[config.mk]
export PLATFORM = sky130hd
export DESIGN_NAME = bus_addr_decode
export DESIGN_NICKNAME = d
export VERILOG_FILES = /design/src/design/bus_pkg.sv /design/src/design/bus_addr_decode.sv
export SDC_FILE = /design/constraint.sdc
export NUM_CORES = 1
export LEC_CHECK = 0
export ABC_CLOCK_PERIOD_IN_PS = 1300
export BUFFER_PORTS_ARGS = -buffer_cell sky130_fd_sc_hd__buf_4
export CORE_AREA = 3 3 40 42
export CTS_BUF_LIST = sky130_fd_sc_hd__clkbuf_4
export DETAILED_ROUTE_END_ITERATION = 8
export DIE_AREA = 0 0 43 45
export PLACE_DENSITY = 0.86
export SLEW_MARGIN = 15
export SYNTH_ARGS = -nofsm -noshare
export SYNTH_HDL_FRONTEND = slang
export SYNTH_SLANG_ARGS = --single-unit
[constraint.sdc]
create_clock -name clk_sys_i -period 1.3 [get_ports clk_sys_i]
set_input_delay 0.065 -clock clk_sys_i [delete_from_list [all_inputs] [get_ports clk_sys_i]]
set_output_delay 0.065 -clock clk_sys_i [all_outputs]
set_load 0.1 [all_outputs]
[src/design/bus_pkg.sv]
// Shared bus types, address map and register encodings for the system bus and its devices
`default_nettype none

package bus_pkg;

  // Bus widths
  localparam int DataWidth = 32;
  localparam int AddrWidth = 32;

  // Number of mapped devices, DevNone excluded
  localparam int NumDevices = 3;

  // Host request, valid for exactly one cycle
  typedef struct packed {
    logic                   valid;
    logic                   we;
    logic [DataWidth/8-1:0] be;
    logic [AddrWidth-1:0]   addr;
    logic [DataWidth-1:0]   wdata;
  } bus_req_t;

  // Response, returned one cycle after the request
  typedef struct packed {
    logic                 rvalid;
    logic                 err;
    logic [DataWidth-1:0] rdata;
  } bus_resp_t;

  // Device index, also the bit position in the select vector
  typedef enum logic [1:0] {
    DevRam   = 2'd0,
    DevGpio  = 2'd1,
    DevTimer = 2'd2,
    DevNone  = 2'd3
  } bus_device_e;

  // Address map, every window is 4 KiB
  localparam logic [AddrWidth-1:0] RamBase    = 32'h0010_0000;
  localparam logic [AddrWidth-1:0] GpioBase   = 32'h8000_0000;
  localparam logic [AddrWidth-1:0] TimerBase  = 32'h8000_2000;
  localparam logic [AddrWidth-1:0] WindowMask = 32'hFFFF_F000;

  // GPIO registers, picked by address bit 2
  typedef enum logic {
    GpioOut = 1'b0,
    GpioIn  = 1'b1
  } gpio_reg_e;

  // Timer registers, picked by address bit 2
  typedef enum logic {
    TimerCount   = 1'b0,
    TimerCompare = 1'b1
  } timer_reg_e;

endpackage

`default_nettype wire
[src/design/bus_addr_decode.sv]
// Decode stage: maps the request address to a device strobe and registers the pending access
`default_nettype none

module bus_addr_decode (
  input  wire                                 clk_sys_i,
  input  wire                                 rst_sys_ni,
  input  wire bus_pkg::bus_req_t              req_i,
  output logic [bus_pkg::NumDevices-1:0]      dev_sel_o,
  output logic                                pend_valid_o,
  output bus_pkg::bus_device_e                pend_dev_o,
  output logic                                pend_we_o
);

  // Access waiting for its response in the next cycle
  typedef struct packed {
    logic                 valid;
    bus_pkg::bus_device_e dev;
    logic                 we;
  } pend_t;

  bus_pkg::bus_device_e dev_hit;
  pend_t                pend_q;

  always_comb begin
    dev_hit = bus_pkg::DevNone;
    if ((req_i.addr & bus_pkg::WindowMask) == bus_pkg::RamBase) begin
      dev_hit = bus_pkg::DevRam;
    end else if ((req_i.addr & bus_pkg::WindowMask) == bus_pkg::GpioBase) begin
      dev_hit = bus_pkg::DevGpio;
    end else if ((req_i.addr & bus_pkg::WindowMask) == bus_pkg::TimerBase) begin
      dev_hit = bus_pkg::DevTimer;
    end
  end

  // Unmapped accesses strobe no device
  always_comb begin
    dev_sel_o = '0;
    if (req_i.valid && (dev_hit != bus_pkg::DevNone)) begin
      dev_sel_o[dev_hit] = 1'b1;
    end
  end

  always_ff @(posedge clk_sys_i or negedge rst_sys_ni) begin
    if (!rst_sys_ni) begin
      pend_q <= '{valid: 1'b0, dev: bus_pkg::DevNone, we: 1'b0};
    end else begin
      pend_q <= '{valid: req_i.valid, dev: dev_hit, we: req_i.we};
    end
  end

  assign pend_valid_o = pend_q.valid;
  assign pend_dev_o   = pend_q.dev;
  assign pend_we_o    = pend_q.we;

  a_sel_onehot: assert property (@(posedge clk_sys_i) disable iff (!rst_sys_ni)
    $onehot0(dev_sel_o));

endmodule

`default_nettype wire

==> results.json <==
{
  "syn_nets": 96,
  "peakVddDrop_mv": 0.231,
  "critPathKind": "in2out",
  "fin_crit_sh_pct": 97.7,
  "die_area_um2": 1940,
  "grt_first_pass_wirelength_mm": 1.38,
  "path_clk_slew_ns": 0.04,
  "place_ws_ns": -0.0717,
  "syn_avg_cell_area_um2": 9.70,
  "maxCapViolCount": 0,
  "num_rows": 13,
  "port_buffers": 30,
  "synth_seq_area_share_pct": 44.1,
  "place_inst": 71,
  "drv_slew": 0,
  "cts_tree": "done",
  "worstMarginPinSlew_ns": 0.280,
  "synth.cell_area_um2": 233,
  "startpoint": "req_i[55]",
  "endpoint_kind": "primary output",
  "start_util_pct": 18.1,
  "grt_usage_pct": 9.62,
  "seqCellArea_um2": 103,
  "clockBufferDepth": 2,
  "power_leakage_uw": 0.000311,
  "hold_viol": 0,
  "startpoint_type": "input port",
  "die_w_um": 43,
  "drt-total-wl_mm": 1.11,
  "route.detailed.drc": 0,
  "syn_inst": 24,
  "num-nets-final": 139,
  "min_period_ns": 1.27,
  "root_buffer": "clkbuf_4",
  "crit_family": "simple AND/OR/NAND/NOR gates",
  "synthToLayoutAreaGrowth_pct": 190,
  "grt_max_degree": 7,
  "finalInstanceArea_um2": 674,
  "synth-seq-cells": 4,
  "drt-initial-drc-count": 1,
  "final_util_pct": 52.5,
  "dr.pass1.iters": 2,
  "fmax_ghz": 0.787,
  "p_per_area_nw_per_um2": 607,
  "worstPathCellList": "buf_4, nor4_4, nand2_2, buf_4, nor3_4, buf_12",
  "htree_levels": 1,
  "cts_inserted_buffers": 3,
  "synth.distinct_cells": 16,
  "io_pins": 79,
  "cpMaxStageDelayCell": "nor4_4",
  "outcome": "complete, no violations",
  "cp_data_required_time_ns": 1.24,
  "cp_num_buf_inv": 3,
  "drive_gt1_share_pct": 73.8,
  "slowest_delay_ns": 0.30,
  "layout_commonest_cell": "buf_4",
  "setup_viol": 0,
  "gp_congestion": 0.610,
  "via_per_inst": 4.64,
  "dpl-instance-area_um2": 538,
  "insertedDiodeCount": 0,
  "slew_headroom_pct": 81.5,
  "ys_warn_count": 0,
  "multi_input_area_um2": 209,
  "core_area_um2": 1280,
  "vias": 371,
  "overflow": 0,
  "cts.sinks": 4,
  "routedWlPerCell_um": 13.9,
  "hp-start": "req_i[45]",
  "hold_path.class": "in2reg",
  "dp_hpwl_um": 755,
  "finalWorstSetupSlack_ns": 0.0297,
  "crit_path_frequent_cell": "buf_4",
  "finalNonFillerCells": 80,
  "path_max_fanout": 3,
  "antenna_found_initial": 0,
  "die_height_um": 45,
  "final_cell_mix": "buf_4 (32), nor4_4 (4), clkbuf_4 (3), dlygate4sd3_1 (3)",
  "num-fill-cells": 126,
  "grt_pass1_vias": 350,
  "postRouteAntennaNets": 0,
  "cp.arrival_ns": 1.21
}
per-layer routing:
metal  track usage [%]  vias up  wire (um)
li1                  -      176          -
met2              17.4       22        650
met1              8.80      173        338
met4              4.22        0          0
met3              5.58        0        120
met5                 0        -          0
final cells by class:
class / count / share of cell area [%]
timing repair buffer: 38 / 47.7
multi-input combinational: 20 / 31.0
tap: 15 / 2.78
sequential: 4 / 15.2
clock buffer: 3 / 3.34
logic make-up after synthesis:
group / after synthesis / synth area share [%]
AO/OA/AOI/OAI: 1 / 2.15
XOR/XNOR: 1 / 3.76
flip-flops: 4 / 44.1
AND/OR/NAND/NOR: 18 / 50.0
stage by stage:
stage / hold slack, ns / power, uW / setup TNS [ns]
after global placement: -0.140 / 241 / -0.108
after detailed placement: -0.138 / 244 / -0.178
final: 0.107 / 410 / 0
after floorplan: -0.231 / 171 / -0.700
after global routing: 0.106 / 432 / -0.0781
after CTS: 0.0860 / 406 / 0
path summary, 6_finish.rpt:
check | endpoint | slack, ns | cells past startpoint
max in group asynchronous | pend_dev_o[0]$_DFF_PN1_ | 0.94 | 2
min in group asynchronous | pend_we_o$_DFF_PN0_ | 0.17 | 2
min | pend_dev_o[1]$_DFF_PN1_ | 0.11 | 2
max | dev_sel_o[2] | 0.03 | 6
state kept, by name, summed over array words and instances, names as in the netlist:
register and count:
pend_we_o 1, pend_valid_o 1, pend_dev_o 2
cells in the mapped netlist:
library cell  count  area [um2]
nand3_1           1        5.00
or3_1             1        6.26
nor3_1            3        15.0
nor2b_1           1        6.26
nand4bb_1         1        11.3
dfstp_2           2        52.6
nand2_1           2        7.51
nor4_1            3        18.8
nand3_2           1        10.0
and3b_1           1        8.76
or4_1             1        7.51
a21oi_1           1        5.00
xnor2_1           1        8.76
nor2_1            2        7.51
dfrtp_1           2        50.1
nor4_2            1        12.5
power breakdown:
part           leakage, uW  switching (uW)  internal [uW]
combinational     0.000253            66.6           67.2
clock            0.0000138            43.4            103
sequential       0.0000443            1.01            129
total             0.000311             111            299
repair_timing:
item,CTS,global route
setup endpoints to repair,3,3
gates resized for setup,5,7
pin swaps,1,4
hold endpoints to repair,6,0
gates cloned,0,0
buffers inserted,2,1
hold buffers,3,0
Power figures use the tool's default switching activity.
