## src/design/bus_pkg.sv

```systemverilog
// Shared bus types, address map and register encodings for the system bus and its devices
`default_nettype none

package bus_pkg;

  // Bus widths
  localparam int DataWidth = 32;
  localparam int AddrWidth = 32;

  // Number of mapped devices, DevNone excluded
  localparam int NumDevices = 3;

  // Host request, valid for exactly one cycle
  typedef struct packed {
    logic                   valid;
    logic                   we;
    logic [DataWidth/8-1:0] be;
    logic [AddrWidth-1:0]   addr;
    logic [DataWidth-1:0]   wdata;
  } bus_req_t;

  // Response, returned one cycle after the request
  typedef struct packed {
    logic                 rvalid;
    logic                 err;
    logic [DataWidth-1:0] rdata;
  } bus_resp_t;

  // Device index, also the bit position in the select vector
  typedef enum logic [1:0] {
    DevRam   = 2'd0,
    DevGpio  = 2'd1,
    DevTimer = 2'd2,
    DevNone  = 2'd3
  } bus_device_e;

  // Address map, every window is 4 KiB
  localparam logic [AddrWidth-1:0] RamBase    = 32'h0010_0000;
  localparam logic [AddrWidth-1:0] GpioBase   = 32'h8000_0000;
  localparam logic [AddrWidth-1:0] TimerBase  = 32'h8000_2000;
  localparam logic [AddrWidth-1:0] WindowMask = 32'hFFFF_F000;

  // GPIO registers, picked by address bit 2
  typedef enum logic {
    GpioOut = 1'b0,
    GpioIn  = 1'b1
  } gpio_reg_e;

  // Timer registers, picked by address bit 2
  typedef enum logic {
    TimerCount   = 1'b0,
    TimerCompare = 1'b1
  } timer_reg_e;

endpackage

`default_nettype wire
```

## src/design/bus_gpio.sv

```systemverilog
// GPIO device with a byte-writable output register and a two-flop synchronised input
`default_nettype none

module bus_gpio #(
  parameter int GpiWidth = 8,
  parameter int GpoWidth = 16
) (
  input  wire                              clk_sys_i,
  input  wire                              rst_sys_ni,
  input  wire                              sel_i,
  input  wire bus_pkg::bus_req_t           req_i,
  input  wire  [GpiWidth-1:0]              gp_i,
  output logic [GpoWidth-1:0]              gp_o,
  output logic [bus_pkg::DataWidth-1:0]    rdata_o
);

  bus_pkg::gpio_reg_e  reg_sel;
  logic                gpo_we;
  logic [GpiWidth-1:0] gp_meta_q;
  logic [GpiWidth-1:0] gp_sync_q;

  assign reg_sel = bus_pkg::gpio_reg_e'(req_i.addr[2]);

  // Writes to the input register are dropped
  assign gpo_we = sel_i && req_i.we && (reg_sel == bus_pkg::GpioOut);

  always_ff @(posedge clk_sys_i or negedge rst_sys_ni) begin
    if (!rst_sys_ni) begin
      gp_meta_q <= '0;
      gp_sync_q <= '0;
    end else begin
      gp_meta_q <= gp_i;
      gp_sync_q <= gp_meta_q;
    end
  end

  always_ff @(posedge clk_sys_i or negedge rst_sys_ni) begin
    if (!rst_sys_ni) begin
      gp_o <= '0;
    end else if (gpo_we) begin
      for (int i = 0; i < GpoWidth; i++) begin
        if (req_i.be[i/8]) begin
          gp_o[i] <= req_i.wdata[i];
        end
      end
    end
  end

  always_ff @(posedge clk_sys_i) begin
    if (sel_i && !req_i.we) begin
      case (reg_sel)
        bus_pkg::GpioOut: rdata_o <= bus_pkg::DataWidth'(gp_o);
        default:          rdata_o <= bus_pkg::DataWidth'(gp_sync_q);
      endcase
    end
  end

  a_gpo_only_on_write: assert property (@(posedge clk_sys_i) disable iff (!rst_sys_ni)
    !gpo_we |=> $stable(gp_o));

endmodule

`default_nettype wire

```

## config.mk

```make
export PLATFORM = sky130hd
export DESIGN_NAME = bus_gpio
export DESIGN_NICKNAME = d
export VERILOG_FILES = /design/src/design/bus_pkg.sv /design/src/design/bus_gpio.sv
export SDC_FILE = /design/constraint.sdc
export NUM_CORES = 1
export LEC_CHECK = 0
export ABC_AREA = 1
export BUFFER_PORTS_ARGS = -buffer_cell sky130_fd_sc_hd__buf_2
export CELL_PAD_IN_SITES_DETAIL_PLACEMENT = 0
export CELL_PAD_IN_SITES_GLOBAL_PLACEMENT = 1
export CORE_MARGIN = 4
export CORE_UTILIZATION = 26
export CTS_CLUSTER_SIZE = 8
export DETAILED_ROUTE_END_ITERATION = 8
export PLACE_DENSITY = 0.82
export RECOVER_POWER = 100
export SLEW_MARGIN = 10
export SYNTH_ARGS = -nofsm -noshare
export SYNTH_HDL_FRONTEND = slang
export SYNTH_SLANG_ARGS = --single-unit
```

## constraint.sdc

```tcl
create_clock -name clk_sys_i -period 0.8 [get_ports clk_sys_i]
set_input_delay 0.04 -clock clk_sys_i [delete_from_list [all_inputs] [get_ports clk_sys_i]]
set_output_delay 0.04 -clock clk_sys_i [all_outputs]
set_load 0.1 [all_outputs]
```

==> flow_summary.json <==
{
  "cts.reportedPaths.clkPinSlew_ns": 0.08,
  "path_cells": "buf_6 > buf_12",
  "routed_via_density": 3.890,
  "min_path_cells": 3,
  "totalWireLength_mm": 4.625,
  "tritoncts": "yes",
  "worst-path-buf-inv": 2,
  "synth.area.top_cells": "dfrtp_1, edfxtp_1, nand2_1, buf_4, nand3_1",
  "regArea_sq_mm": 0.001341,
  "die_h_um": 91.85,
  "grt_setup_unrepaired": "yes",
  "grt_max_degree": 33,
  "grt_overflow_total": 0,
  "fin_crit_sh": 1.381,
  "drive_gt1_frac": 0.5473,
  "setup_viol_count_final": 63,
  "place_ws_ns": -0.04748,
  "grt_use_total": 0.1110,
  "place.gp.congestion": 0.7485,
  "finClkSkew_ns": 0.003763,
  "antenna_cells": 0,
  "cts_made_buffers": 5,
  "r2r_start": "gp_o[0]",
  "vdd_drop_max_v": 0.0008227,
  "cp-startpoint": "gp_o[5]",
  "multi_input_area_sq_um": 491.7,
  "io_pins": 129,
  "critPathRequiredTime_ns": 0.76,
  "critPathLaunchType": "register",
  "slowest_delay_ns": 0.49,
  "status": "finished with violations",
  "antenna_left": 0,
  "cts_max_level": 2,
  "yosys_warnings": 0,
  "nFillCells": 580,
  "core_area_sq_mm": 0.006794,
  "dpl.hpwl_mm": 3.267,
  "synth_area_leader_cell": "dfrtp_1",
  "ys_types": 13,
  "synthCells": 165,
  "clock_latency_ns": 0.29,
  "num_rows": 30,
  "drv_slew": 0,
  "clk_path_buf_depth": 2,
  "critical_path_class": "reg2out",
  "chipWidth_um": 91.85,
  "cts.sink_count": 48,
  "ys_seq_elements": 48,
  "port-buffer-count": 62,
  "r2r_cells": 4,
  "grt_pass1_vias": 1548,
  "nets": 377,
  "grt_pass1_wl_mm": 7.320,
  "drtPass1Iterations": 4,
  "fmax_mhz": 904.9,
  "crit_fanout": 2,
  "synth_area_sq_mm": 0.001828,
  "clkPwrFrac": 0.174,
  "synth_top_area_share": 0.4381,
  "final_util": 0.5214,
  "syn_area_per_cell_sq_um": 11.08,
  "timing.hold.ws_ns": 0.05221,
  "fin_ws_ns": -0.3051,
  "clockRootBuffer": "clkbuf_8",
  "num_vias": 1525,
  "crit_cells": 2,
  "switching_share": 0.3915,
  "timing.critical_path.max_delay_family": "flip-flops",
  "drc": 0,
  "hold_violations": 0,
  "period_minus_slack_ns": 1.105,
  "holdCritStartpoint": "req_i[5]",
  "power.leakage_nw": 1.641,
  "drtIter0Drc": 22,
  "start_util": 0.2691,
  "violations": "setup timing",
  "antenna_found_initial": 0,
  "syn2layout_area_growth_pct": 93.77,
  "endpoint_kind": "output pin",
  "maxCapViolations": 0,
  "die-area_sq_mm": 0.008436,
  "p_int_w": 0.005200,
  "power_frac_seq": 0.366,
  "fin_setup_tns_ns": -9.635,
  "p_per_area_mw_per_mm2": 2412,
  "detail_route.wl_per_cell_um": 11.80,
  "pwr-share-comb": 0.460,
  "switching_power_w": 0.003346,
  "ys_seq_area_frac": 0.7009,
  "min_path_type": "in2reg",
  "cp.arrival_ns": 1.07,
  "crit_path_top_delay_cell": "dfrtp_4"
}
==> layout by cell type (no fill, tap or decap) <==
cell	count
buf_2	28
clkbuf_4	1
nand3_1	16
edfxtp_1	16
dlygate4sd3_1	24
clkbuf_2	1
buf_4	16
nand2_1	34
nor2_1	6
nand2_2	21
clkbuf_8	7
conb_1	16
dfrtp_4	16
inv_1	1
buf_6	24
nand4_1	2
nor2_4	2
clkbuf_1	3
nor2_2	2
buf_12	33
inv_2	9
dfrtp_1	16
nand2_4	2
==> per-layer routing <==
metal / GRT usage / share of wire / wire, um / vias to the layer above
li1: - / - / - / 748
met1: 0.1167 / 0.36 / 1654 / 728
met2: 0.2044 / 0.57 / 2619 / 45
met3: 0.03199 / 0.063 / 293 / 4
met4: 0.04827 / 0.012 / 57 / 0
met5: 0 / 0 / 0 / -
==> cell usage after synthesis, drive strengths merged <==
cell type and instances:
buf 21, inv 10, nand4 2, edfxtp 16, nand3 16, nor2 10
conb 1, dfrtp 32, nand2 57
==> through the flow <==
stage	instance area (sq um)	power [W]	std cells
4_1_cts	3467	0.008478	386
2_1_floorplan	1952	0.005229	180
3_5_place_dp	2914	0.006488	341
5_1_grt	3542	0.008907	392
3_3_place_gp	2914	0.006445	341
6_report	3542	0.008545	392
==> worst paths after layout <==
check	slack [ns]	endpoint
min in group asynchronous	0.33	gp_meta_q[4]
max in group asynchronous	0.12	gp_o[9]
worst min register to register	0.35	gp_sync_q[3]
worst min-delay path	0.05	gp_o[5]
worst max-delay path	-0.31	gp_o[5]
worst max register to register	-0.27	rdata_o[0]
==> area by class of cell <==
cell class | count | area share
inverter | 10 | 0.01060
multi-input combinational | 101 | 0.1388
timing repair buffer | 130 | 0.4108
clock buffer | 7 | 0.02720
sequential | 48 | 0.3787
tap | 96 | 0.03391
==> registers in the layout, summed over array words and instances, names as in the netlist <==
signal / cells
gp_o: 16
gp_sync_q: 8
rdata_o: 16
gp_meta_q: 8
==> power by group through the flow <==
stage,sequential [W],clock [W],combinational [W]
after floorplan,0.00458,0,0.000648
after global placement,0.00318,0,0.00327
after detailed placement,0.00319,0,0.00330
after CTS,0.00313,0.00155,0.00380
after global routing,0.00315,0.00167,0.00409
final,0.00312,0.00149,0.00393
==> worst min-delay path: cells and delay by family <==
| kind | cells | cell delay [ns] |
|---|---|---|
| buffers and inverters | 1 | 0.11 |
| AND/OR/NAND/NOR | 2 | 0.16 |
==> cell families after synthesis <==
family,share of synthesized area
AND/OR/NAND/NOR,0.1923
buffers and inverters,0.1047
flip-flops,0.7009
other,0.002051
==> repair_timing <==
action / in CTS / in global routing
resized for setup: 35 / 20
hold endpoints to repair: 55 / 0
buffers inserted: 14 / 9
endpoints found under the setup margin: 48 / 62
pin swaps: 6 / 2
hold buffers: 24 / 0
Power figures use the tool's default switching activity.
