## config.mk

```make
export PLATFORM = sky130hd
export DESIGN_NAME = bus_timer
export DESIGN_NICKNAME = d
export VERILOG_FILES = /design/src/design/bus_pkg.sv /design/src/design/bus_timer.sv
export SDC_FILE = /design/constraint.sdc
export NUM_CORES = 1
export LEC_CHECK = 0
export BUFFER_PORTS_ARGS = -buffer_cell sky130_fd_sc_hd__buf_4
export CAP_MARGIN = 20
export CORE_MARGIN = 4
export CORE_UTILIZATION = 55
export DETAILED_ROUTE_END_ITERATION = 10
export PLACE_DENSITY_LB_ADDON = 0.2
export SYNTH_ARGS = -nofsm -noshare
export SYNTH_HDL_FRONTEND = slang
export SYNTH_SLANG_ARGS = --single-unit
```

## constraint.sdc

```tcl
create_clock -name clk_sys_i -period 2.3 [get_ports clk_sys_i]
set_input_delay 0.345 -clock clk_sys_i [delete_from_list [all_inputs] [get_ports clk_sys_i]]
set_output_delay 0.345 -clock clk_sys_i [all_outputs]
set_load 0.03 [all_outputs]
```

## src/design/bus_pkg.sv

```systemverilog
// Shared bus types, address map and register encodings for the system bus and its devices
`default_nettype none

package bus_pkg;

  // Bus widths
  localparam int DataWidth = 32;
  localparam int AddrWidth = 32;

  // Number of mapped devices, DevNone excluded
  localparam int NumDevices = 3;

  // Host request, valid for exactly one cycle
  typedef struct packed {
    logic                   valid;
    logic                   we;
    logic [DataWidth/8-1:0] be;
    logic [AddrWidth-1:0]   addr;
    logic [DataWidth-1:0]   wdata;
  } bus_req_t;

  // Response, returned one cycle after the request
  typedef struct packed {
    logic                 rvalid;
    logic                 err;
    logic [DataWidth-1:0] rdata;
  } bus_resp_t;

  // Device index, also the bit position in the select vector
  typedef enum logic [1:0] {
    DevRam   = 2'd0,
    DevGpio  = 2'd1,
    DevTimer = 2'd2,
    DevNone  = 2'd3
  } bus_device_e;

  // Address map, every window is 4 KiB
  localparam logic [AddrWidth-1:0] RamBase    = 32'h0010_0000;
  localparam logic [AddrWidth-1:0] GpioBase   = 32'h8000_0000;
  localparam logic [AddrWidth-1:0] TimerBase  = 32'h8000_2000;
  localparam logic [AddrWidth-1:0] WindowMask = 32'hFFFF_F000;

  // GPIO registers, picked by address bit 2
  typedef enum logic {
    GpioOut = 1'b0,
    GpioIn  = 1'b1
  } gpio_reg_e;

  // Timer registers, picked by address bit 2
  typedef enum logic {
    TimerCount   = 1'b0,
    TimerCompare = 1'b1
  } timer_reg_e;

endpackage

`default_nettype wire
```

## src/design/bus_timer.sv

```systemverilog
// Timer device: free-running counter and compare register driving a registered interrupt
`default_nettype none

module bus_timer (
  input  wire                              clk_sys_i,
  input  wire                              rst_sys_ni,
  input  wire                              sel_i,
  input  wire bus_pkg::bus_req_t           req_i,
  output logic [bus_pkg::DataWidth-1:0]    rdata_o,
  output logic                             irq_timer_o
);

  localparam int NumBytes = bus_pkg::DataWidth / 8;

  bus_pkg::timer_reg_e           reg_sel;
  logic                          count_we;
  logic                          compare_we;
  logic [bus_pkg::DataWidth-1:0] wmask;
  logic [bus_pkg::DataWidth-1:0] count_q;
  logic [bus_pkg::DataWidth-1:0] compare_q;

  assign reg_sel    = bus_pkg::timer_reg_e'(req_i.addr[2]);
  assign count_we   = sel_i && req_i.we && (reg_sel == bus_pkg::TimerCount);
  assign compare_we = sel_i && req_i.we && (reg_sel == bus_pkg::TimerCompare);

  // Byte enables widened to a bit mask
  always_comb begin
    for (int b = 0; b < NumBytes; b++) begin
      wmask[b*8 +: 8] = {8{req_i.be[b]}};
    end
  end

  // A write takes the place of the increment in that cycle
  always_ff @(posedge clk_sys_i or negedge rst_sys_ni) begin
    if (!rst_sys_ni) begin
      count_q <= '0;
    end else if (count_we) begin
      count_q <= (count_q & ~wmask) | (req_i.wdata & wmask);
    end else begin
      count_q <= count_q + 1'b1;
    end
  end

  // All ones keeps the interrupt quiet after reset
  always_ff @(posedge clk_sys_i or negedge rst_sys_ni) begin
    if (!rst_sys_ni) begin
      compare_q <= '1;
    end else if (compare_we) begin
      compare_q <= (compare_q & ~wmask) | (req_i.wdata & wmask);
    end
  end

  always_ff @(posedge clk_sys_i or negedge rst_sys_ni) begin
    if (!rst_sys_ni) begin
      irq_timer_o <= 1'b0;
    end else begin
      irq_timer_o <= (count_q >= compare_q);
    end
  end

  always_ff @(posedge clk_sys_i) begin
    if (sel_i && !req_i.we) begin
      case (reg_sel)
        bus_pkg::TimerCount: rdata_o <= count_q;
        default:             rdata_o <= compare_q;
      endcase
    end
  end

endmodule

`default_nettype wire

```

==> summary.md <==
| Metric | Value |
|---|---|
| Status | `completed` |
| Crit Path Category | `flip-flop to flip-flop` |
| Hold Crit Class | `input pin to async pin` |
| Ys async rst share | `67.0%` |
| Via Count | `4112` |
| CP endpoint | `irq_timer_o` |
| Pwr/cell area | `863 nW/um2` |
| FP Rows | `35` |
| Number of synthesized flops with an enable pin | `32` |
| Detail Route Antenna Nets | `0` |
| ANT cells | `0` |
| Hpwl dp | `8.97 mm` |
| Largest vdd supply drop | `0.407 mV` |
| Clock Tree Root | `clkbuf_8` |
| DRT Wirelength | `12.2 mm` |
| Core area | `9280 um2` |
| Die X | `106 um` |
| Slew Limit Fails | `0` |
| Syn nets | `580` |
| Worst-path fanout max | `3` |
| Htree depth | `3` |
| Setup slack at placement | `101 ps` |
| Die Y | `106 um` |
| Final nets | `671` |
| Post-Syn Area | `5290 um2` |
| CTS tree | `yes` |
| RR Endpoint | `irq_timer_o` |
| Initial DRC count | `204` |
| Max-Cap Viols | `0` |
| Global Route Usage Sum | `22.3%` |
| Avg WL per Cell | `17.4 um` |
| Vias in the first global route | `3968` |
| TritonCTS buffer count | `9` |
| Post-synth top area share | `18.2%` |
| Die area | `11200 um2` |
| Setup bufs post-CTS | `0` |
| Share of cells above drive strength 1 | `37.2%` |
| Starting density of the core | `56.9%` |
| Final worst slack | `102 ps` |
| Layout area overhead | `18.9%` |
| Initial antenna violation count | `0` |
| Synth area leader | `edfxtp_1` |
| GP Congestion | `0.856` |
| Final Cycle Share | `95.6%` |
| Final setup viols | `0` |
| Avg Vias per Cell | `5.88` |
| Slew at the pin closest to its max-slew limit | `843 ps` |
| Reg-to-reg setup timing slack | `100 ps` |
| IO Port Bufs | `73` |
| Critical path capture point type | `flip-flop` |
| Post-synthesis register bit count | `97` |
| Setup TNS | `0 ps` |
| Worst Reg2Reg Path Length in Cells | `7` |
| IO Pins | `106` |
| Synth cell types | `51` |
| Final hold violation count | `0` |
| Global-route wire length before repair | `20.0 mm` |
| Rel. slew slack | `43.8%` |
| TritonRoute pass-1 iters | `5` |
| Setup crit start kind | `flip-flop` |
| Top cells by area, synth | `edfxtp_1, dfstp_2, dfrtp_1, mux2_2, ha_1` |
| Worst skew pair latency | `370 ps` |
| Largest net degree at the start of global routing | `66` |
| Min Tclk post-route | `2200 ps` |
| Fmax | `0.455 GHz` |
| Pleak | `2.67 nW` |
| Synthesis Warnings | `0` |
| Remaining DRCs | `0` |
| Clock Sinks | `97` |
| WP data arrival | `2440 ps` |
| Worst-case clock buffer depth | `2` |
| RSZ-0062 raised after global routing | `no` |
| Sequential area share after synthesis | `49.7%` |
| Worst Skew | `8.88 ps` |
| Gr ovfl total | `0` |
| Avg Cell Area, Syn | `11.1 um2` |
| Synth Flop Type | `dfrtp_1` |
| Mapped Cells | `474` |
| CTS clock-pin slew for the worst setup and hold paths | `100 ps` |
| Worst EP required | `2540 ps` |
-- cell usage after synthesis, drive strengths merged (2+ instances only) --
cell / instances
mux2: 57
inv: 38
nand2: 37
dfrtp: 33
ha: 33
dfstp: 32
edfxtp: 32
nor2: 28
a21oi: 25
nand4: 21
o21ai: 19
nand3: 18
buf: 7
nor3: 7
o22ai: 7
and4: 6
o221a: 6
a211oi: 5
a21o: 5
and2: 5
clkbuf: 5
nor4: 5
o211ai: 5
o311ai: 5
a31oi: 4
a311oi: 3
and3: 3
a2111oi: 2
nor2b: 2
o21a: 2
o22a: 2
o31ai: 2
or3: 2
-- repair_timing --
action | in CTS | in global routing
hold buffers | 0 | 0
resized for setup | 0 | 2
endpoints found under the setup margin | 0 | 1
-- worst min path at each step --
stage                           from         to  cells past startpoint
after global placement    rst_sys_ni  async pin                      1
final                     rst_sys_ni  async pin                      1
after global routing      rst_sys_ni  async pin                      1
after CTS                 rst_sys_ni  async pin                      1
after floorplan           rst_sys_ni  async pin                      0
after detailed placement  rst_sys_ni  async pin                      1
-- placed cells by master (no fill, tap or decap), types with 2 or more instances in the layout --
master / n
o21ai_0: 19
o221a_2: 6
nand3_1: 17
a2111oi_1: 2
nand4_1: 19
inv_1: 38
and2_1: 5
nand2_1: 37
edfxtp_1: 32
clkinv_2: 2
and3_1: 3
dfrtp_1: 33
inv_6: 2
a21oi_1: 25
a311oi_1: 3
buf_4: 92
ha_1: 33
mux2_2: 57
nor2_1: 28
o211ai_1: 5
o311ai_0: 2
nand4_2: 2
or3_1: 2
o22a_1: 2
clkbuf_8: 9
o311ai_1: 3
a31oi_1: 4
nor4_1: 3
o31ai_1: 2
a21o_1: 5
nor3_2: 2
o21a_1: 2
o22ai_1: 7
a211oi_1: 5
dfstp_2: 32
nor3_1: 5
and4_1: 6
-- cell families after synthesis --
| family | share of synthesized area, % |
|---|---|
| mux | 12.3 |
| fa+ha+maj | 7.81 |
| compound gates | 12.7 |
| simple gates | 13.8 |
| flops | 49.7 |
| buf+inv | 3.65 |
-- layer usage --
metal  global-route usage [%]  vias to the layer above  part of all wire (%)
met5                        0                        -                     0
met4                     8.05                        0                   2.1
met3                     2.61                       19                   5.5
met2                     35.5                      145                    46
met1                     31.6                     1985                    46
li1                         -                     1963                     -
-- report_power, final --
group          switching, mW  internal, mW  total [mW]  leakage [nW]
clock                  0.607         0.510        1.12         0.101
sequential             0.334          2.25        2.58          1.01
combinational          0.911         0.815        1.73          1.56
total                   1.85          3.57        5.43          2.67
-- metrics by stage --
step                std cells  power [mW]  hold WS [ps]  utilization, %  cell area, um2
finish                    699        5.43          76.9            67.7            6290
global route              699        5.78           149            67.7            6290
CTS                       699        5.45           109            67.7            6280
detailed placement        683        4.33           516            65.6            6090
global placement          683        4.23           507            65.6            6090
floorplan                 474        3.72          49.4               -            5290
-- cell type report --
| cell class | instances | area (um2) |
|---|---|---|
| clock buffer | 10 | 128 |
| inverter | 38 | 143 |
| clock inverter | 6 | 66.3 |
| multi-input combinational | 327 | 2470 |
| tap | 129 | 161 |
| fill | 740 | 3000 |
| timing repair buffer | 92 | 691 |
| sequential | 97 | 2630 |
-- worst max-delay path: stages (launching register included) --
cell,delay (ps)
dfstp_2,550
inv_1,50
ha_1,300
a21oi_1,140
o21ai_0,120
a221o_1,400
a2111oi_1,380
o21ai_0,140
No activity file was read; power rests on OpenSTA's default activity.
