File: config.mk
export PLATFORM = sky130hd
export DESIGN_NAME = bus_resp_mux
export DESIGN_NICKNAME = d
export VERILOG_FILES = /design/src/design/bus_pkg.sv /design/src/design/bus_resp_mux.sv
export SDC_FILE = /design/constraint.sdc
export NUM_CORES = 1
export LEC_CHECK = 0
export CAP_MARGIN = 20
export CELL_PAD_IN_SITES_DETAIL_PLACEMENT = 1
export CELL_PAD_IN_SITES_GLOBAL_PLACEMENT = 1
export CORE_MARGIN = 1
export CORE_UTILIZATION = 50
export DETAILED_ROUTE_END_ITERATION = 8
export DONT_BUFFER_PORTS = 1
export PLACE_DENSITY_LB_ADDON = 0.1
export SLEW_MARGIN = 10
export SYNTH_ARGS = -nofsm -noshare
export SYNTH_HDL_FRONTEND = slang
export SYNTH_SLANG_ARGS = --single-unit
File: constraint.sdc
create_clock -name vclk -period 2.5
set_input_delay 0.625 -clock vclk [all_inputs]
set_output_delay 0.625 -clock vclk [all_outputs]
set_load 0.02 [all_outputs]
File: src/design/bus_pkg.sv
// Shared bus types, address map and register encodings for the system bus and its devices
`default_nettype none

package bus_pkg;

  // Bus widths
  localparam int DataWidth = 32;
  localparam int AddrWidth = 32;

  // Number of mapped devices, DevNone excluded
  localparam int NumDevices = 3;

  // Host request, valid for exactly one cycle
  typedef struct packed {
    logic                   valid;
    logic                   we;
    logic [DataWidth/8-1:0] be;
    logic [AddrWidth-1:0]   addr;
    logic [DataWidth-1:0]   wdata;
  } bus_req_t;

  // Response, returned one cycle after the request
  typedef struct packed {
    logic                 rvalid;
    logic                 err;
    logic [DataWidth-1:0] rdata;
  } bus_resp_t;

  // Device index, also the bit position in the select vector
  typedef enum logic [1:0] {
    DevRam   = 2'd0,
    DevGpio  = 2'd1,
    DevTimer = 2'd2,
    DevNone  = 2'd3
  } bus_device_e;

  // Address map, every window is 4 KiB
  localparam logic [AddrWidth-1:0] RamBase    = 32'h0010_0000;
  localparam logic [AddrWidth-1:0] GpioBase   = 32'h8000_0000;
  localparam logic [AddrWidth-1:0] TimerBase  = 32'h8000_2000;
  localparam logic [AddrWidth-1:0] WindowMask = 32'hFFFF_F000;

  // GPIO registers, picked by address bit 2
  typedef enum logic {
    GpioOut = 1'b0,
    GpioIn  = 1'b1
  } gpio_reg_e;

  // Timer registers, picked by address bit 2
  typedef enum logic {
    TimerCount   = 1'b0,
    TimerCompare = 1'b1
  } timer_reg_e;

endpackage

`default_nettype wire
File: src/design/bus_resp_mux.sv
// Result stage: builds the host response from the pending access and device read data
`default_nettype none

module bus_resp_mux (
  input  wire                               pend_valid_i,
  input  wire bus_pkg::bus_device_e         pend_dev_i,
  input  wire                               pend_we_i,
  input  wire  [bus_pkg::DataWidth-1:0]     ram_rdata_i,
  input  wire  [bus_pkg::DataWidth-1:0]     gpio_rdata_i,
  input  wire  [bus_pkg::DataWidth-1:0]     timer_rdata_i,
  output bus_pkg::bus_resp_t                resp_o
);

  always_comb begin
    resp_o.rvalid = pend_valid_i;
    resp_o.err    = pend_valid_i && (pend_dev_i == bus_pkg::DevNone);
    resp_o.rdata  = '0;

    // Writes and errors carry no data
    if (pend_valid_i && !pend_we_i) begin
      case (pend_dev_i)
        bus_pkg::DevRam:   resp_o.rdata = ram_rdata_i;
        bus_pkg::DevGpio:  resp_o.rdata = gpio_rdata_i;
        bus_pkg::DevTimer: resp_o.rdata = timer_rdata_i;
        default:           resp_o.rdata = '0;
      endcase
    end
  end

endmodule

`default_nettype wire

==> metrics.md, run 1 <==
| Metric | Value |
|---|---|
| DRT antenna net count | 0 |
| Highest routed layer | met4 |
| Die footprint | between 3000 and 4000 µm² |
| Run status | completed |
| CTS Hold Buffers Added | 0 |
| CTS resizes | 0 |
| Vias in the first global route | 1072 |
| Setup TNS | 0 ns |
| HPWL Detailed | 2.35 mm |
| Layout cell share with drive strength beyond 1 | ~60% |
| Syn Nets | between 200 and 300 |
| Worst Hold Launch | pend_valid_i |
| Initial antenna violation count | 0 |
| Worst hold slack | between 1 and 1.5 ns |
| Pwr per Cell Area | between 100 and 150 nW/µm² |
| First-pass GRT wire length | between 4 and 5 mm |
| Setup repair bufs after CTS | 0 |
| Max cap viols | 0 |
| Tmin final | 2.13 ns |
| Most frequent cells in the layout | a211oi_2 (64), nand2b_1 (32), nor2b_1 (19) |
| NumNets Final | 235 |
| Drt pass-1 iters | 2 |
| GP Congestion | between 0.6 and 0.7 |
| Fin cells | 164 |
| Synth unique cells | 14 |
| Avg Cell Area, Syn | around 9.7 µm² |
| RSZ-0062 raised after global routing | false |
| # port buffers | 0 |
| WP data arrival | ~1.5 ns |
| Gr usage total | 18.3% |
| Met3 routed WL | between 200 and 250 µm |
| Seq Cell Count | 0 |
| Largest net degree at the start of global routing | a little under 100 |
| Area share of the largest cell type after synthesis | 54.0% |
| Number of remaining DRC errors | 0 |
| Met2 routed WL | ~1.7 mm |
| Synthesized instance count | 153 |
| FF/Latch Area | 0 µm² |
| Antenna Cells | 0 |
| # setup viols final | 0 |
| Final WL | 3.27 mm |
| Die W | roughly 56 µm |
| Row count | 19 |
| Most common cell after layout, fill and taps aside | a211oi_2 |
| Rel. slew slack | roughly two thirds |
| Area grow syn2layout | -11.0% |
| Hold crit path type | input pin to output pin |
| Synth top area cells | a211oi_2 (54%), nand2b_1 (13%), nor2b_1 (8.0%) |
| Tcrit/Tclk final | 85.3% |
| Fill cell count | roughly 330 |
| Total number of vias | between 1000 and 1500 |
| Post-Place Cells | roughly 160 |
| CP startpoint | pend_dev_i[1] |
| Height of the die | around 56 µm |
| Global route overflow | 0 |
| Critical path class | input pin to output pin |
| Final Hold Viols | 0 |
| Starting density of the core | 53.4% |
| Post-synth top area cell | a211oi_2 |
| Setup crit start kind | input pin |
| P_leak | roughly 0.32 nW |
| # IOs | about 130 |
| Clock buf count | 0 |
| Worst path required time | 1.88 ns |
| Initial DRC count | 86 |
| Register area share after synthesis | 0% |
| WL met1 | about 1.3 mm |
| Ys Warns | 0 |
| Fin. max-slew vios | 0 |
| Via density | 6.78 |
| Top fanout value on the critical path | between 90 and 100 |
| CP Capture Type | output pin |
| Worst slew pin tran | between 0.5 and 0.6 ns |
| Synthesized cell area | ~1500 µm² |
| Worst IR drop on VDD | 0.0836 mV |
| Core area | between 2000 and 3000 µm² |
| Fmax | 469 MHz |
| Wire per inst | 19.9 µm |
-- final timing paths --
| path | endpoint | slack [ns] | cells after the start |
|---|---|---|---|
| setup / recovery | resp_o[13] | 0.37 | 4 |
| hold / removal | resp_o[33] | 1.25 | 0 |
-- routing by layer --
| layer | global-route usage [%] | vias to the layer above |
|---|---|---|
| met2 | 34.6 | 72 |
| met4 | 3.14 | 0 |
| met3 | 1.84 | 6 |
| met5 | 0 | - |
| met1 | 22.2 | 507 |
| li1 | - | 527 |
-- through the flow --
step | total power [mW] | worst slack, ns | util (%) | cell area, µm²
finish | 0.164 | 0.367 | 47.5 | 1320
global route | 0.176 | 0.332 | 47.5 | 1320
detailed placement | 0.165 | 0.382 | 47.5 | 1320
floorplan | 0.223 | 0.413 | - | 1480
global placement | 0.159 | 0.402 | 47.5 | 1320
CTS | 0.166 | 0.381 | 47.5 | 1320
-- cells by family after synthesis --
kind of cell	synth area share [%]
compound gates	54.0
buf+inv	14.7
simple gates	31.4
-- report_power, final --
part / leakage, nW / internal (mW) / total (mW) / switching [mW]
Combinational: 0.321 / 0.0756 / 0.164 / 0.0880
Clock: 0 / 0 / 0 / 0
Sequential: 0 / 0 / 0 / 0
-- synth_stat cells (all sizes together) --
master	count
nand2b	32
buf	18
nor2b	32
clkbuf	4
a211oi	64
nand3b	1
nand2	1
and3	1
-- worst max-delay path: stages --
cell and delay (ns):
nand2_2 0.07, nand3b_4 0.06, buf_4 0.28, a211oi_2 0.45
-- final cells by class --
cell class / instances / area [µm²] / area share, %
Multi-Input combinational cell: 131 / 1270 / 95.9
Tap cell: 31 / 38.8 / 2.94
Timing Repair Buffer: 2 / 15.0 / 1.14
Note: power is estimated with default switching activity, not from simulation.
==> run 2: changes to the inputs <==
--- a/config.mk
+++ b/config.mk
@@ -12,7 +12,7 @@
 export CORE_UTILIZATION = 50
 export DETAILED_ROUTE_END_ITERATION = 8
 export DONT_BUFFER_PORTS = 1
-export PLACE_DENSITY_LB_ADDON = 0.1
+export PLACE_DENSITY = 0.95
 export SLEW_MARGIN = 10
 export SYNTH_ARGS = -nofsm -noshare
 export SYNTH_HDL_FRONTEND = slang
==> metrics.md, run 2 (synthesis gave the netlist of run 1 again) <==
| Metric | Value |
|---|---|
| Run status | completed (unchanged) |
| Core area | 2780 µm² (unchanged) |
| Top fanout value on the critical path | 98 (unchanged) |
| Slowest cell on crit path | a211oi_2 (unchanged) |
| Setup crit start kind | input pin (unchanged) |
| Area grow syn2layout | -10.0% (was -11.0%) |
| # setup viols final | 0 (unchanged) |
| Cell Int Power | 0.0773 mW (was 0.0756 mW) |
| NumNets Final | 237 (was 235) |
| Comb pwr share | 100.0% (about the same) |
| First-pass GRT wire length | 4.86 mm (was 4.94 mm) |
| Initial antenna violation count | 0 (unchanged) |
| Setup repair bufs after CTS | 0 (unchanged) |
| Largest net degree at the start of global routing | 99 (unchanged) |
| GP Congestion | 0.644 (was 0.691) |
| Fmax | 492 MHz (was 469 MHz) |
| Switching part of the total power | 53.6% (was 53.8%) |
| Gr usage total | 18.2% (was 18.3%) |
| Most frequent cells in the layout | a211oi_2 (64), nand2b_1 (32), nor2b_1 (19) (unchanged) |
| Worst path required time | 1.88 ns (about the same) |
| Seq Cell Count | 0 (unchanged) |
| WP data arrival | 1.41 ns (was 1.51 ns) |
| P_leak | 0.331 nW (was 0.321 nW) |
| Setup TNS | 0 ns (unchanged) |
| Wire per inst | 20.0 µm (was 19.9 µm) |
| Layout cell share with drive strength beyond 1 | 61.5% (was 60.9%) |
| Pwr per Cell Area | 125 nW/µm² (was 124 nW/µm²) |
| Die W | 56.5 µm (unchanged) |
| Drt pass-1 iters | 3 (was 2) |
| Cell Area, Placed | 1340 µm² (was 1320 µm²) |
| Hold crit path type | input pin to output pin (unchanged) |
| Crit path cell chain | nand2_2 -> nand3b_4 -> buf_4 -> a211oi_2 (unchanged) |
| Final design utilization | 48.0% (was 47.5%) |
| Max cap viols | 0 (unchanged) |
| Clock buf count | 0 (unchanged) |
| Tcrit/Tclk final | 81.3% (was 85.3%) |
| Reg power frac | 0% (about the same) |
| Starting density of the core | 53.4% (unchanged) |
| CTS resizes | 0 (unchanged) |
| CTS Hold Buffers Added | 0 (unchanged) |
| Net switching power | 0.0893 mW (was 0.0880 mW) |
| HPWL Detailed | 2.49 mm (was 2.35 mm) |
| Tmin final | 2.03 ns (was 2.13 ns) |
| Total number of vias | 1123 (was 1112) |
| Rel. slew slack | 69.4% (was 65.6%) |
| CP delay by family, top | compound AO/OA/AOI/OAI gates (unchanged) |
| # IOs | 134 (unchanged) |
| Number of remaining DRC errors | 0 (unchanged) |
| Final non-filler cell area | 1340 µm² (was 1320 µm²) |
| Initial DRC count | 49 (was 86) |
| # port buffers | 0 (unchanged) |
| Worst IR drop on VDD | 0.0810 mV (was 0.0836 mV) |
| Most common cell after layout, fill and taps aside | a211oi_2 (unchanged) |
| RSZ-0062 raised after global routing | false (unchanged) |
| Antenna Cells | 0 (unchanged) |
| DRT antenna net count | 0 (unchanged) |
| Clock Power Share | 0% (about the same) |
| Global route overflow | 0 (unchanged) |
| Worst slew pin tran | 0.458 ns (was 0.515 ns) |
| Fin. max-slew vios | 0 (unchanged) |
| Final WL | 3.33 mm (was 3.27 mm) |
| Height of the die | 56.5 µm (unchanged) |
| CP Capture Type | output pin (unchanged) |
| Die footprint | 3190 µm² (unchanged) |
| Via density | 6.77 (was 6.78) |
| FF/Latch Area | 0 µm² (unchanged) |
| Critical Path Max Stage Delay | 0.40 ns (was 0.45 ns) |
| Row count | 19 (unchanged) |
| Final Hold Viols | 0 (unchanged) |
| Critical path class | input pin to output pin (unchanged) |
| Crit path buffers/inverters | 1 (unchanged) |
| Vias in the first global route | 1098 (was 1072) |
-- run 2: cell count changes in the layout (fill, tap and decap cells not counted) --
cell / before / now
buf_4: 2 / 4
-- run 2: cell type report --
class	count	area (µm²)
repair buffers	4	30.0
well taps	31	38.8
multi-input cells	131	1270
fillers	332	1450
-- run 2: metal layers --
layer  vias to the layer above  routed length (µm)  GRT usage [%]
met4                         0                  44           4.18
met1                       506                1190           18.7
li1                        531                   -              -
met5                         -                   0              0
met2                        80                1750           36.0
met3                         6                 342           4.61
-- run 2: path summary, 6_finish.rpt --
kind  cells after the start    endpoint          start
min                       0  resp_o[33]   pend_valid_i
max                       4  resp_o[31]  pend_dev_i[1]
-- run 2: power groups by stage --
| stage | Clock (mW) | Combinational [mW] | Sequential (mW) |
|---|---|---|---|
| after detailed placement | 0 | 0.169 | 0 |
| after global routing | 0 | 0.178 | 0 |
| after global placement | 0 | 0.161 | 0 |
| after CTS | 0 | 0.169 | 0 |
| final | 0 | 0.167 | 0 |
| after floorplan | 0 | 0.223 | 0 |
-- run 2: metrics by stage --
step	hold slack, ns	setup WS, ns	total power, mW	std cells
after floorplan	1.36	0.413	0.223	153
after global placement	1.25	0.518	0.161	166
after detailed placement	1.25	0.457	0.169	166
after CTS	1.25	0.457	0.169	166
after global routing	1.25	0.422	0.178	166
final	1.25	0.467	0.167	166
==> run 3: changes to the inputs <==
--- a/config.mk
+++ b/config.mk
@@ -9,10 +9,10 @@
 export CELL_PAD_IN_SITES_DETAIL_PLACEMENT = 1
 export CELL_PAD_IN_SITES_GLOBAL_PLACEMENT = 1
 export CORE_MARGIN = 1
-export CORE_UTILIZATION = 50
+export CORE_UTILIZATION = 42
 export DETAILED_ROUTE_END_ITERATION = 8
 export DONT_BUFFER_PORTS = 1
-export PLACE_DENSITY = 0.95
+export PLACE_DENSITY = 0.92
 export SLEW_MARGIN = 10
 export SYNTH_ARGS = -nofsm -noshare
 export SYNTH_HDL_FRONTEND = slang
==> constraint.sdc (replaced) <==
create_clock -name vclk -period 1.8
set_input_delay 0.45 -clock vclk [all_inputs]
set_output_delay 0.45 -clock vclk [all_outputs]
set_load 0.02 [all_outputs]
==> metrics.md, run 3 (synthesis gave the netlist of run 1 again) <==
| Metric | Value |
|---|---|
| Antenna Cells | 0 (unchanged) |
| CTS Hold Buffers Added | 0 (unchanged) |
| Vias in the first global route | 1239 (was 1098) |
| Worst slew pin tran | 0.238 ns (was 0.458 ns) |
| Setup crit start kind | input pin (unchanged) |
| Met1 usage | 17.1% (was 18.7%) |
| Initial DRC count | 46 (was 49) |
| Max cap viols | 0 (unchanged) |
| Die W | 61.4 µm (was 56.5 µm) |
| Starting density of the core | 44.1% (was 53.4%) |
| Die footprint | 3770 µm² (was 3190 µm²) |
| Setup TNS | 0 ns (unchanged) |
| CTS resizes | 0 (unchanged) |
| CP Capture Type | output pin (unchanged) |
| Gr busiest metal | met2 (unchanged) |
| Fin cells | 211 (was 166) |
| Wire per inst | 19.0 µm (was 20.0 µm) |
| Post-Place Cells | 211 (was 166) |
| # setup viols final | 0 (unchanged) |
| Worst slack at placement | 0.177 ns (was 0.457 ns) |
| FF/Latch Area | 0 µm² (unchanged) |
| GR Util met2 | 39.6% (was 36.0%) |
| Number of remaining DRC errors | 0 (unchanged) |
| Top fanout value on the critical path | 98 (unchanged) |
| Layout cell share with drive strength beyond 1 | 68.5% (was 61.5%) |
| Tcrit/Tclk final | between 90 and 100% |
| Final WL | 4.01 mm (was 3.33 mm) |
| CP startpoint | pend_dev_i[1] (unchanged) |
| Fin. max-slew vios | 0 (unchanged) |
| Drt pass-1 iters | 3 (unchanged) |
| Critical path class | input pin to output pin (unchanged) |
| Most common cell after layout, fill and taps aside | a211oi_2 (unchanged) |
| # IOs | 134 (unchanged) |
| Rel. slew slack | 84.1% (was 69.4%) |
| Pwr per Cell Area | 175 nW/µm² (was 125 nW/µm²) |
| Worst Hold Launch | pend_valid_i (unchanged) |
| Setup repair bufs after CTS | 0 (unchanged) |
| Core area | 3360 µm² (was 2780 µm²) |
| Area grow syn2layout | 8.09% (was -10.0%) |
| Fin worst setup slack | 0.119 ns (was 0.467 ns) |
| Via density | 5.88 (was 6.77) |
| Fmax | 595 MHz |
| First-pass GRT wire length | 5.33 mm (was 4.86 mm) |
| RSZ-0062 raised after global routing | false (unchanged) |
| Seq Cell Count | 0 (unchanged) |
| Tmin final | around 1.7 ns |
| Most frequent cells in the layout | a211oi_2 (64), nand2b_1 (32), buf_4 (32) (was a211oi_2 (64), nand2b_1 (32), nor2b_1 (19)) |
| DRT antenna net count | 0 (unchanged) |
| Final Hold Viols | 0 (unchanged) |
| Largest net degree at the start of global routing | 99 (unchanged) |
| P_leak | 0.503 nW (was 0.331 nW) |
| Run status | completed (unchanged) |
| Worst IR drop on VDD | 0.0645 mV (was 0.0810 mV) |
| NumNets Final | 267 (was 237) |
| Initial antenna violation count | 0 (unchanged) |
| Met3 Use GR | 3.36% (was 4.61%) |
| Worst path required time | 1.35 ns (was 1.88 ns) |
| Gr usage total | 18.5% (was 18.2%) |
| Clock buf count | 0 (unchanged) |
| # port buffers | 0 (unchanged) |
| Row count | 21 (was 19) |
| Hold crit path type | input pin to output pin (unchanged) |
| Global route overflow | 0 (unchanged) |
| HPWL Detailed | 3.09 mm (was 2.49 mm) |
| GP Congestion | 0.794 (was 0.644) |
| Total number of vias | 1241 (was 1123) |
| Crit path to | resp_o[9] (was resp_o[31]) |
| Height of the die | 61.4 µm (was 56.5 µm) |
| WP data arrival | 1.23 ns (was 1.41 ns) |
-- run 3: cell types whose count changed in the layout (fill, tap and decap cells not counted), sizes merged --
cell and change:
buf +30
-- run 3: power breakdown --
| group | leakage, nW | total, mW | switching (mW) | internal [mW] |
|---|---|---|---|---|
| Combinational | 0.503 | 0.281 | 0.135 | 0.145 |
| Clock | 0 | 0 | 0 | 0 |
| Sequential | 0 | 0 | 0 | 0 |
| Total | 0.503 | 0.281 | 0.135 | 0.145 |
-- run 3: layer usage --
metal | up-vias | share of wire, %
met5 | - | 0
met4 | 0 | 1.5
met3 | 8 | 6.3
met2 | 66 | 58
met1 | 575 | 34
li1 | 592 | -
-- run 3: worst max-delay path: stages --
cell	delay, ns
nand2_2	0.09
nand3b_4	0.10
buf_12	0.18
a211oi_2	0.20
buf_4	0.18
-- run 3: how the worst min path moves through the flow --
stage | endpoint | slack [ns] | cells after the start
2_1_floorplan | resp_o[33] | 1.01 | 1
3_3_place_gp | resp_o[33] | 0.90 | 0
3_5_place_dp | resp_o[33] | 0.90 | 0
4_1_cts | resp_o[33] | 0.90 | 0
5_1_grt | resp_o[33] | 0.90 | 0
6_report | resp_o[33] | 0.90 | 0
-- run 3: cell type report --
cell class / instances / area [µm²]
Fill cell: 404 / 1760
Multi-Input combinational cell: 131 / 1270
Timing Repair Buffer: 34 / 280
Tap cell: 46 / 57.6
-- run 3: per-stage QoR --
stage,power (mW),cell area [µm²],hold WS [ns],utilization (%)
after global placement,0.269,1600,0.900,47.7
after CTS,0.285,1600,0.900,47.7
after detailed placement,0.284,1600,0.900,47.7
after global routing,0.301,1600,0.900,47.7
final,0.281,1600,0.900,47.7
after floorplan,0.310,1480,1.01,-
